[src/hw/core_pkg.sv]
package core_pkg;

    // register and memory word width.
    localparam int DATA_W = 32;

    // four architectural registers.
    localparam int REG_W = 2;

    // instruction word: op [15:13], rd [12:11], rs [10:9], signed imm [8:0].
    typedef enum logic [2:0] {
        op_nop   = 3'd0,
        op_add   = 3'd1,
        op_sub   = 3'd2,
        op_and   = 3'd3,
        op_xor   = 3'd4,
        op_addi  = 3'd5,
        op_load  = 3'd6,
        op_store = 3'd7
    } op_e;

    // decode to register read.
    typedef struct packed {
        logic              valid;
        op_e               op;
        logic [REG_W-1:0]  rd;
        logic [REG_W-1:0]  rs;
        logic [DATA_W-1:0] imm;
    } dec_uop_t;

    // register read to memory/execute.
    // rd_value is the store data or first alu operand.
    typedef struct packed {
        logic              valid;
        op_e               op;
        logic [REG_W-1:0]  rd;
        logic [DATA_W-1:0] rd_value;
        logic [DATA_W-1:0] rs_value;
        logic [DATA_W-1:0] addr;
    } mem_uop_t;

    typedef struct packed {
        logic [REG_W-1:0]  rd;
        logic [DATA_W-1:0] value;
        logic              is_store;
        logic [DATA_W-1:0] addr;
    } retire_t;

endpackage

[src/hw/pipe_latch.sv]
module pipe_latch #(
    parameter type payload_t = logic
) (
    input  logic     clk,
    input  logic     ld,
    input  logic     clr,
    input  payload_t d,
    output payload_t q
);

    // clear wins over load, so a stall turns the stage into a bubble.
    always_ff @(posedge clk) begin
        if (clr) begin
            q <= '0;
        end else if (ld) begin
            q <= d;
        end
    end

endmodule

[src/hw/uop_decode.sv]
module uop_decode (
    input  logic                instr_valid,
    input  logic [15:0]         instr,
    output core_pkg::dec_uop_t  uop
);

    import core_pkg::*;

    op_e              op;
    logic [8:0]       imm_field;
    logic [REG_W-1:0] rd_field;
    logic [REG_W-1:0] rs_field;

    assign op        = op_e'(instr[15:13]);
    assign rd_field  = instr[12:11];
    assign rs_field  = instr[10:9];
    assign imm_field = instr[8:0];

    always_comb begin
        // nops are dropped here so they never reach later stages.
        uop.valid = instr_valid && (op != op_nop);
        uop.op    = op;
        uop.rd    = rd_field;
        uop.rs    = rs_field;
        uop.imm   = {{(DATA_W - 9){imm_field[8]}}, imm_field};
    end

endmodule

[src/hw/rrag_stage.sv]
module rrag_stage #(
    parameter int MEM_WORDS = 16,
    localparam int IDX_W = (MEM_WORDS > 1) ? $clog2(MEM_WORDS) : 1
) (
    input  logic                          clk,
    input  logic                          reset,
    input  core_pkg::dec_uop_t            uop,
    input  logic                          wb_valid,
    input  logic [core_pkg::REG_W-1:0]    wb_rd,
    input  logic [core_pkg::DATA_W-1:0]   wb_value,
    input  logic                          pending_store_valid,
    input  logic [IDX_W-1:0]              pending_store_index,
    output logic                          stall,
    output logic [IDX_W-1:0]              mem_rd_index,
    output core_pkg::mem_uop_t            mem_uop
);

    import core_pkg::*;

    logic [DATA_W-1:0] regs [1 << REG_W];
    logic [DATA_W-1:0] rd_value;
    logic [DATA_W-1:0] rs_value;
    logic [DATA_W-1:0] addr;

    // a write in the same cycle is forwarded to the reader.
    function automatic logic [DATA_W-1:0] read_reg(input logic [REG_W-1:0] idx);
        if (wb_valid && (wb_rd == idx)) begin
            return wb_value;
        end
        return regs[idx];
    endfunction

    always_ff @(posedge clk) begin
        if (reset) begin
            for (int i = 0; i < (1 << REG_W); i++) begin
                regs[i] <= '0;
            end
        end else if (wb_valid) begin
            regs[wb_rd] <= wb_value;
        end
    end

    always_comb begin
        rd_value = read_reg(uop.rd);
        rs_value = read_reg(uop.rs);
    end

    assign addr = rs_value + uop.imm;

    // word index wraps modulo the memory depth.
    assign mem_rd_index = IDX_W'(addr % DATA_W'(MEM_WORDS));

    always_comb begin
        mem_uop.valid    = uop.valid;
        mem_uop.op       = uop.op;
        mem_uop.rd       = uop.rd;
        mem_uop.rd_value = rd_value;
        mem_uop.rs_value = (uop.op == op_addi) ? uop.imm : rs_value;
        mem_uop.addr     = addr;
    end

    // the store ahead is written on the same edge the load would sample
    // memory, so the load waits one cycle.
    assign stall = uop.valid && (uop.op == op_load) &&
                   pending_store_valid && (pending_store_index == mem_rd_index);

endmodule

[src/hw/mem_execute.sv]
module mem_execute #(
    parameter int MEM_WORDS = 16,
    localparam int IDX_W = (MEM_WORDS > 1) ? $clog2(MEM_WORDS) : 1
) (
    input  logic                          clk,
    input  logic                          reset,
    input  core_pkg::mem_uop_t            uop,
    input  logic [IDX_W-1:0]              mem_rd_index,
    output logic                          pending_store_valid,
    output logic [IDX_W-1:0]              pending_store_index,
    output logic                          wb_valid,
    output logic [core_pkg::REG_W-1:0]    wb_rd,
    output logic [core_pkg::DATA_W-1:0]   wb_value,
    output logic                          retire_valid,
    output core_pkg::retire_t             retire
);

    import core_pkg::*;

    logic [DATA_W-1:0] mem [MEM_WORDS];
    logic [DATA_W-1:0] rd_data;
    logic [DATA_W-1:0] result;
    logic              is_store;
    logic              is_mem_op;

    assign is_store  = uop.valid && (uop.op == op_store);
    assign is_mem_op = (uop.op == op_load) || (uop.op == op_store);

    assign pending_store_valid = is_store;
    assign pending_store_index = IDX_W'(uop.addr % DATA_W'(MEM_WORDS));

    // read is sampled on the edge where the load enters this stage.
    always_ff @(posedge clk) begin
        if (reset) begin
            for (int i = 0; i < MEM_WORDS; i++) begin
                mem[i] <= '0;
            end
        end else if (is_store) begin
            mem[pending_store_index] <= uop.rd_value;
        end
        rd_data <= mem[mem_rd_index];
    end

    always_comb begin
        case (uop.op)
            op_add:  result = uop.rd_value + uop.rs_value;
            op_sub:  result = uop.rd_value - uop.rs_value;
            op_and:  result = uop.rd_value & uop.rs_value;
            op_xor:  result = uop.rd_value ^ uop.rs_value;
            op_addi: result = uop.rd_value + uop.rs_value;
            op_load: result = rd_data;
            default: result = '0;
        endcase
    end

    assign wb_valid = uop.valid && (uop.op != op_store);
    assign wb_rd    = uop.rd;
    assign wb_value = result;

    always_ff @(posedge clk) begin
        if (reset) begin
            retire_valid <= 1'b0;
        end else begin
            retire_valid <= uop.valid;
        end
    end

    // addr is only meaningful for loads and stores; alu ops report zero.
    always_ff @(posedge clk) begin
        retire.rd       <= uop.rd;
        retire.value    <= (uop.op == op_store) ? uop.rd_value : result;
        retire.is_store <= (uop.op == op_store);
        retire.addr     <= is_mem_op ? uop.addr : '0;
    end

endmodule

[src/hw/pipe_core.sv]
module pipe_core #(
    parameter int MEM_WORDS = 16,
    localparam int IDX_W = (MEM_WORDS > 1) ? $clog2(MEM_WORDS) : 1
) (
    input  logic               clk,
    input  logic               reset,
    input  logic               instr_valid,
    input  logic [15:0]        instr,
    output logic               stall,
    output logic               retire_valid,
    output core_pkg::retire_t  retire
);

    import core_pkg::*;

    dec_uop_t          dec_uop;
    dec_uop_t          rrag_uop;
    mem_uop_t          rrag_mem_uop;
    mem_uop_t          mem_uop;
    logic [IDX_W-1:0]  mem_rd_index;
    logic              pending_store_valid;
    logic [IDX_W-1:0]  pending_store_index;
    logic              wb_valid;
    logic [REG_W-1:0]  wb_rd;
    logic [DATA_W-1:0] wb_value;

    uop_decode uop_decode_inst (
        .instr_valid (instr_valid),
        .instr       (instr),
        .uop         (dec_uop)
    );

    // holds during a stall so the load is retried.
    pipe_latch #(.payload_t(dec_uop_t)) dec_rrag_latch (
        .clk (clk),
        .ld  (!stall),
        .clr (reset),
        .d   (dec_uop),
        .q   (rrag_uop)
    );

    rrag_stage #(.MEM_WORDS(MEM_WORDS)) rrag_stage_inst (
        .clk                 (clk),
        .reset               (reset),
        .uop                 (rrag_uop),
        .wb_valid            (wb_valid),
        .wb_rd               (wb_rd),
        .wb_value            (wb_value),
        .pending_store_valid (pending_store_valid),
        .pending_store_index (pending_store_index),
        .stall               (stall),
        .mem_rd_index        (mem_rd_index),
        .mem_uop             (rrag_mem_uop)
    );

    // a stall sends a bubble into the memory stage.
    pipe_latch #(.payload_t(mem_uop_t)) rrag_mem_latch (
        .clk (clk),
        .ld  (1'b1),
        .clr (reset || stall),
        .d   (rrag_mem_uop),
        .q   (mem_uop)
    );

    mem_execute #(.MEM_WORDS(MEM_WORDS)) mem_execute_inst (
        .clk                 (clk),
        .reset               (reset),
        .uop                 (mem_uop),
        .mem_rd_index        (mem_rd_index),
        .pending_store_valid (pending_store_valid),
        .pending_store_index (pending_store_index),
        .wb_valid            (wb_valid),
        .wb_rd               (wb_rd),
        .wb_value            (wb_value),
        .retire_valid        (retire_valid),
        .retire              (retire)
    );

endmodule

[config.mk]
export PLATFORM = sky130hd
export DESIGN_NAME = pipe_core
export DESIGN_NICKNAME = d
export VERILOG_FILES = /design/src/hw/core_pkg.sv /design/src/hw/pipe_latch.sv /design/src/hw/uop_decode.sv /design/src/hw/rrag_stage.sv /design/src/hw/mem_execute.sv /design/src/hw/pipe_core.sv
export SDC_FILE = /design/constraint.sdc
export NUM_CORES = 1
export LEC_CHECK = 0
export BUFFER_PORTS_ARGS = -buffer_cell sky130_fd_sc_hd__buf_2
export CORE_MARGIN = 8
export CORE_UTILIZATION = 40
export DETAILED_ROUTE_END_ITERATION = 16
export GPL_TIMING_DRIVEN = 0
export HOLD_SLACK_MARGIN = 0.03
export SLEW_MARGIN = 20
export SYNTH_ARGS = -nofsm -noshare
export SYNTH_HDL_FRONTEND = slang
export SYNTH_SLANG_ARGS = --single-unit
[constraint.sdc]
create_clock -name clk -period 5.8 [get_ports clk]
set_input_delay 0.87 -clock clk [delete_from_list [all_inputs] [get_ports clk]]
set_output_delay 0.87 -clock clk [all_outputs]
set_load 0.1 [all_outputs]
==> key figures, run 1 <==
Run status
  • Outcome: finished with violations
  • Failing checks: setup timing

Floorplanning
  • Die height: 334.9 um
  • Initial core utilization: 40.15%
  • Ports: 88
  • FP Rows: 117
  • Die width: 334.9 um
  • Core area: about 0.1 mm2
  • Die area: approximately 0.11 mm2

Power and ir drop
  • Sw Pwr: between 4 and 5 mW
  • Gate power share: approximately a fifth
  • Peak supply drop: 0.2381 mV
  • Clock network power share: between 30 and 40%
  • Power Internal: between 10 and 15 mW
  • LEAKAGE: around 18 nW
  • Pwr Total: around 16 mW
  • Switching part of the total: 28.49%
  • Cell area power density: roughly 340 mW/mm2
  • Flop pwr share: 43.6%

Clocking
  • Worst-path clk slew: 0.06 ns
  • Max Buffers Root-to-Sink: 3
  • Clock sink total: 861
  • Clk Latency, worst-skew pair: about 0.67 ns
  • TritonCTS clock tree: built
  • Clk root buf: clkbuf_16
  • CTS buffer count: 92
  • H-tree depth: 3

Detailed routing
  • DR DRC count: 0
  • Via count: roughly 27k
  • DRT Wirelength: around 130000 um
  • Antenna-violating nets left: 0
  • DR iter-0 viols: 2979
  • Drt wl/cell: 26.38 um
  • Via density: 5.677
  • DR pass1 iterations: 6

STA
  • Slew Viols, Final: 0
  • Crit share post-route: 101.3%
  • Final Setup Violations: 5
  • Fmax: 170.2 MHz
  • Fin. Hold Viols: 0
  • Worst slew pin tran: 1.117 ns
  • Clock skew: 0.03237 ns
  • RSZ-0062 raised after global routing: true
  • Worst Slack Setup Final: -0.07661 ns
  • Fin crit period: around 5.9 ns
  • Max-slew headroom at the worst pin: between 20% and 30%

Logic synthesis
  • Mapped cell area: 0.04067 mm2
  • Area leader, netlist: edfxtp_1
  • Top FF cell, synth: edfxtp_1
  • EDFF count, synth: 640
  • Unique masters post-synth: 89
  • Synth Instances: 3039
  • Sequential share of the synthesized area: 58.13%
  • Area share of the largest cell type after synthesis: roughly 47%
  • Mapped Nets: 3156
  • Synth warn: 0
  • Async SR Flop Fraction: 0%
  • Syn Area/Cell: 13.38 um2
  • Yosys reg bits: 861
  • Synth top area cells: edfxtp_1 (47%), mux4_2 (12%), dfxtp_1 (11%), and2_1 (8.1%), ha_1 (3.0%)

Global route
  • GR Util met1: 30.71%
  • Met2 Usage GRT: between 30% and 40%
  • Vias in the first global route: 26.67k
  • GR met3 Demand/Resource: 4.097%
  • First-pass GRT wire length: 182600 um
  • Remaining Overflow, GRT: 0
  • GRT Max-Usage Layer: met2
  • Largest net degree at the start of global routing: 33
  • Initial antenna violation count: 0
  • Gr usage total: 22.03%

Min path
  • Worst min-delay path category: reg -> reg
  • Worst hold start: rrag_mem_latch.q[96]

Worst setup path
  • Critical Path Fanout Max: 4
  • Crit. End Element: flop
  • CP max stage cell: or4_4
  • CP Launch Point: rrag_mem_latch.q[33]
  • Max stage delay on crit path: 0.51 ns
  • Reg2Reg Setup Slack: -0.08 ns
  • Critical Path AT: 6.39 ns
  • WP data required: approximately 6.3 ns
  • Startpoint Class: flop
  • Worst setup path class: reg -> reg
  • Worst R2R Start: rrag_mem_latch.q[33]

Placed design
  • Dpl hpwl: 86940 um
  • Input/output buffers: 87
  • Area post-placement: 0.04314 mm2
  • Routability Congestion: about 0.9

Layout
  • Layout cells sized above 1: 25.98%
  • Fill cells: about 9k
  • Fin nets: 3505
  • Post-route cell area: 0.04844 mm2
  • Area growth syn-to-layout: 19.11%

Run
  • # Max-Cap Violations: 0
[cell type report]
type                            count  area [um2]  area share [%]
Clock inverter                     48       461.7          0.9530
Antenna cell                        1       2.502        0.005166
Buffer                            209       952.2           1.965
Multi-Input combinational cell   1936       17000           35.08
Clock buffer                      126        2700           5.574
Tap cell                         1368        1712           3.533
Timing Repair Buffer              258        1843           3.804
Sequential cell                   861       23660           48.84
Inverter                           30       120.1          0.2479
[worst max-delay path: cells and delay by family (launching register included)]
family | cells | cell delay, ns
simple gates | 12 | 2.32
compound gates | 8 | 1.51
fa+ha+maj | 3 | 0.85
buf+inv | 3 | 0.53
flops | 1 | 0.35
xor+xnor | 2 | 0.16
[flip-flops by register name, summed over array words and instances, names as in the netlist, named ones only]
signal and cells:
mem_execute_inst.retire 67, dec_rrag_latch.q 17, mem_execute_inst.retire_valid 1, mem_execute_inst.rd_data 32, mem_execute_inst.mem 512, rrag_mem_latch.q 102
rrag_stage_inst.regs 128
[metal layers]
layer  vias to the layer above  part of all wire [%]
met5                         -                     0
met3                       238                   8.5
met1                     13990                    42
met2                      1322                    46
li1                      11910                     -
met4                         0                   3.7
[logic make-up (layout without fill, tap and decap cells)]
kind of cell | count (synthesis) | count (layout) | share of synthesized area, %
AND/OR/NAND/NOR | 1132 | 1132 | 14.92
flip-flops | 861 | 861 | 58.13
AO/OA/AOI/OAI | 343 | 343 | 5.768
multiplexers | 277 | 277 | 13.83
buffers and inverters | 242 | 671 | 2.409
adder cells (fa/ha/maj) | 98 | 98 | 3.052
XOR/XNOR | 86 | 86 | 1.886
other | 0 | 1 | 0
[per-stage QoR]
step | worst slack, ns | setup TNS, ns | hold WS [ns] | util (%) | std cells
floorplan | 0.008661 | 0 | 0.3290 | - | 3039
global placement | -2.363 | -318.73 | 0.3728 | 42.28 | 4494
detailed placement | -1.903 | -123.13 | 0.3670 | 42.58 | 4520
CTS | 0.0008802 | 0 | 0.3628 | 46.95 | 4777
global route | -0.2930 | -1.688 | 0.3774 | 47.82 | 4836
finish | -0.07661 | -0.1733 | 0.3611 | 47.82 | 4837
[power by group through the flow]
stage / combinational (mW) / sequential, mW / clock, mW
6_report: 3.16 / 7.18 / 6.13
2_1_floorplan: 1.62 / 7.45 / 0
3_5_place_dp: 2.71 / 7.30 / 0
3_3_place_gp: 2.66 / 7.30 / 0
4_1_cts: 2.96 / 7.18 / 6.18
5_1_grt: 3.32 / 7.21 / 6.42
[placed cells by master, fill, tap and decap left out, drive strengths merged, types with 26 or more instances in the layout]
cell type	instances
mux2	27
and2	528
xnor2	46
xor2	39
mux2i	26
dfxtp	221
inv	36
buf	277
ha	96
edfxtp	640
and3	43
mux4	224
o21ai	68
a21o	38
nor2	254
a21oi	108
clkbuf	308
clkinv	33
nor3	34
nand2	147
nor2b	27
[Yosys cell counts, types with 10 or more instances]
library cell    n
nand2_1       145
and3_1         43
nand3_1        19
xor2_1         39
mux2i_1        25
nor2_1        253
and2_1        528
a222oi_1       14
or3_1          13
buf_1          16
inv_1          29
nor2b_1        27
o21ai_0        61
clkbuf_1      183
a21o_1         36
nand4_1        11
a211oi_1       10
nor3_1         33
o21ba_2        14
mux4_2        223
ha_1           96
edfxtp_1      640
a21oi_1       106
xnor2_1        46
dfxtp_1       221
mux2_2         27
or2_2          21
nand2b_1       11
[path summary, 6_finish.rpt]
check	to	cells past startpoint
hold / removal	mem_execute_inst.retire[65]	0
setup reg to reg	rrag_mem_latch.q[29]	28
setup / recovery	rrag_mem_latch.q[29]	28
hold reg to reg	mem_execute_inst.retire[65]	0
[repair_timing]
action,4_1_cts,5_1_grt
hold buffers,0,0
endpoints found under the setup margin,150,90
pin swaps,54,77
buffers inserted,86,57
gates resized for setup,149,93
No activity file was read; power rests on OpenSTA's default activity.
==> run 2: changes to the inputs <==
Settings changed: PLACE_DENSITY_LB_ADDON set to 0.2.
==> run 2 against run 1 <==
The flow still finishes with violations (setup timing). Die area unchanged. Cell count shrank 0.79%. First-iteration DRC count decreased by 20%. Clock skew rose by 0.0070 ns. Via count is 2.3% lower. Combinational power is 2% higher. Hold slack improved by 0.0015 ns. Worst setup slack worse by 0.023 ns. Highest routed layer unchanged.
==> key figures, run 2 (synthesized netlist as in run 1, its figures left out) <==
Run status
  • Outcome: finished with violations
  • Failing checks: setup timing

Min path
  • Worst min-delay path category: reg -> reg

STA
  • RSZ-0062 raised after global routing: true
  • Crit share post-route: 101.7% (+0.39 points)
  • Slew Viols, Final: 0 (unchanged)
  • Fin. Hold Viols: 0 (unchanged)
  • Final Setup Violations: 5 (unchanged)
  • Fin crit period: 5.899 ns (+0.02282 ns)
  • Fmax: 169.5 MHz (-0.39%)
  • Setup_tns: -0.2272 ns (-0.05387 ns)
  • Worst slew pin tran: 1.130 ns (+0.01228 ns)
  • Clock skew: 0.03937 ns (+0.006996 ns)
  • Worst Slack Setup Final: -0.09943 ns (-0.02282 ns)
  • Max-slew headroom at the worst pin: 24.70% (-0.82 points)

Layout
  • Max reg flops: 512 (unchanged)
  • Fin nets: 3467 (-1.1%)
  • Fill cells: 9061 (+0.63%)
  • Most common cell after layout, fill and taps aside: edfxtp_1
  • Most frequent cells in the layout: edfxtp_1 (640), and2_1 (526), nor2_1 (237), mux4_2 (223), dfxtp_1 (215)
  • Biggest regs: mem_execute_inst.mem: 512 flops, rrag_stage_inst.regs: 128 flops, rrag_mem_latch.q: 102 flops
  • Layout cells sized above 1: 26.03% (+0.055 points)
  • Biggest register: mem_execute_inst.mem
  • Area growth syn-to-layout: 19.19% (about the same)

Placed design
  • Dpl hpwl: 92480 um (+6.4%)
  • Input/output buffers: 87 (unchanged)
  • Routability Congestion: 0.9559 (+5.6%)

Clocking
  • Clk Latency, worst-skew pair: 0.69 ns (+0.02 ns)
  • Worst-path clk slew: 0.06 ns (about the same)
  • CTS buffer count: 93 (+1.1%)
  • H-tree depth: 3 (unchanged)
  • Clock sink total: 861 (unchanged)
  • Post-CTS Hold Buffers: 0 (unchanged)
  • Clk root buf: clkbuf_16
  • Max Buffers Root-to-Sink: 3 (unchanged)
  • TritonCTS clock tree: built

Global route
  • Initial antenna violation count: 11 (+11)
  • Remaining Overflow, GRT: 0 (unchanged)
  • Largest net degree at the start of global routing: 33 (unchanged)
  • First-pass GRT wire length: 184000 um (+0.80%)
  • Vias in the first global route: 26.97k (+1.1%)
  • Gr usage total: 22.19% (+0.16 points)

Detailed routing
  • Drt wl/cell: 26.57 um (+0.73%)
  • Via density: 5.593 (-1.5%)
  • DRT Wirelength: 127500 um (about the same)
  • DR DRC count: 0 (unchanged)
  • Via count: 26.84k (-2.3%)
  • DR iter-0 viols: 2381 (-20%)
  • DR pass1 iterations: 6 (unchanged)
  • Antenna-violating nets left: 0 (unchanged)

Power and ir drop
  • Flop pwr share: 43.4% (-0.2 points)
  • Power Internal: 11.81 mW (+0.23%)
  • Switching part of the total: 28.69% (+0.20 points)
  • Gate power share: 19.5% (+0.3 points)
  • LEAKAGE: 18.27 nW (-0.77%)
  • Peak supply drop: 0.2150 mV (-9.7%)
  • Clock network power share: 37.1% (about the same)
  • Pwr Total: 16.56 mW (+0.51%)
  • Sw Pwr: 4.752 mW (+1.2%)
  • Cell area power density: 341.7 mW/mm2 (+0.45%)

Floorplanning
  • FP Rows: 117 (unchanged)
  • Die width: 334.9 um (unchanged)
  • Core area: 0.1013 mm2 (unchanged)
  • Ports: 88 (unchanged)
  • Die area: 0.1121 mm2 (unchanged)
  • Die height: 334.9 um (unchanged)
  • Initial core utilization: 40.15% (unchanged)

Run
  • # Max-Cap Violations: 0 (unchanged)

Worst setup path
  • Max stage delay on crit path: 0.57 ns (+0.06 ns)
  • Crit-path leading delay family: compound AO/OA/AOI/OAI gates
  • CP max stage cell: or4b_4
  • Worst Path Buf+Inv: 5 (+2)
  • Worst setup path class: reg -> reg
  • Startpoint Class: flop
  • Most used cell along the critical path: o21ai_2
  • Critical Path Fanout Max: 10 (+6)
  • Crit. End Element: flop
  • WP data required: 6.33 ns (+0.02 ns)
  • Critical Path AT: 6.42 ns (+0.03 ns)
run 2: changes by cell type in the layout (fill, tap and decap cells not counted), moves of 5 or more:
cell	previous run	this run
a21oi_1	86	81
buf_2	104	96
ha_1	80	71
o21ai_4	3	11
clkinvlp_4	3	8
or2_4	8	1
buf_4	145	114
nor3_2	8	3
or2_2	13	20
ha_4	8	17
run 2: worst paths after layout:
kind                             start                          end  slack [ns]  depth (start not counted)
hold / removal    rrag_mem_latch.q[96]  mem_execute_inst.retire[65]        0.36                          0
hold reg to reg   rrag_mem_latch.q[96]  mem_execute_inst.retire[65]        0.36                          0
setup / recovery  rrag_mem_latch.q[99]         rrag_mem_latch.q[26]        -0.1                         25
setup reg to reg  rrag_mem_latch.q[99]         rrag_mem_latch.q[26]        -0.1                         25
run 2: worst reg2reg max path: cells and delay by family (launching register included):
family / cells / cell delay [ns]
AO/OA/AOI/OAI: 9 / 1.87
XOR/XNOR: 2 / 0.34
adder cells (fa/ha/maj): 2 / 0.68
buffers and inverters: 5 / 0.90
flip-flops: 1 / 0.38
AND/OR/NAND/NOR: 7 / 1.61
run 2: metal layers:
layer / GRT usage, % / vias to the layer above / wire, um / share of wire (%)
li1: - / 11820 / - / -
met4: 9.846 / 0 / 5569 / 4.4
met3: 3.278 / 219 / 7716 / 6.1
met1: 29.88 / 13790 / 54230 / 43
met2: 35.66 / 1008 / 60000 / 47
met5: 0 / - / 0 / 0
run 2: power by group through the flow:
| stage | Sequential (mW) | Clock (mW) | Combinational, mW |
|---|---|---|---|
| finish | 7.20 | 6.14 | 3.23 |
| global route | 7.22 | 6.46 | 3.39 |
| CTS | 7.19 | 6.23 | 3.05 |
| detailed placement | 7.31 | 0 | 2.75 |
| global placement | 7.30 | 0 | 2.71 |
| floorplan | 7.45 | 0 | 1.62 |
run 2: cell type report:
| type | instances | area [um2] | share of cell area [%] |
|---|---|---|---|
| sequential | 861 | 23660 | 48.80 |
| multi-input combinational | 1936 | 17300 | 35.68 |
| clock buffer | 122 | 2560 | 5.281 |
| tap | 1368 | 1712 | 3.531 |
| timing repair buffer | 220 | 1559 | 3.216 |
| buffer | 208 | 969.7 | 2.000 |
| clock inverter | 53 | 594.3 | 1.226 |
| inverter | 30 | 122.6 | 0.2529 |
| antenna | 1 | 2.502 | 0.005162 |
run 2: timing repair:
item,4_1_cts,5_1_grt
endpoints found under the setup margin,158,52
resized for setup,196,126
buffers inserted,84,39
pin swaps,65,93
run 2: metrics by stage:
step                setup slack, ns  hold slack [ns]  utilization (%)  std cells  instance area [um2]
detailed placement           -2.582           0.3465            42.50       4509                43050
CTS                        -0.06004           0.3619            47.11       4763                47730
floorplan                  0.008661           0.3290                -       3039                40680
finish                     -0.09943           0.3626            47.85       4799                48480
global route                -0.2392           0.3730            47.85       4798                48470
global placement             -2.563           0.3536            42.28       4494                42830
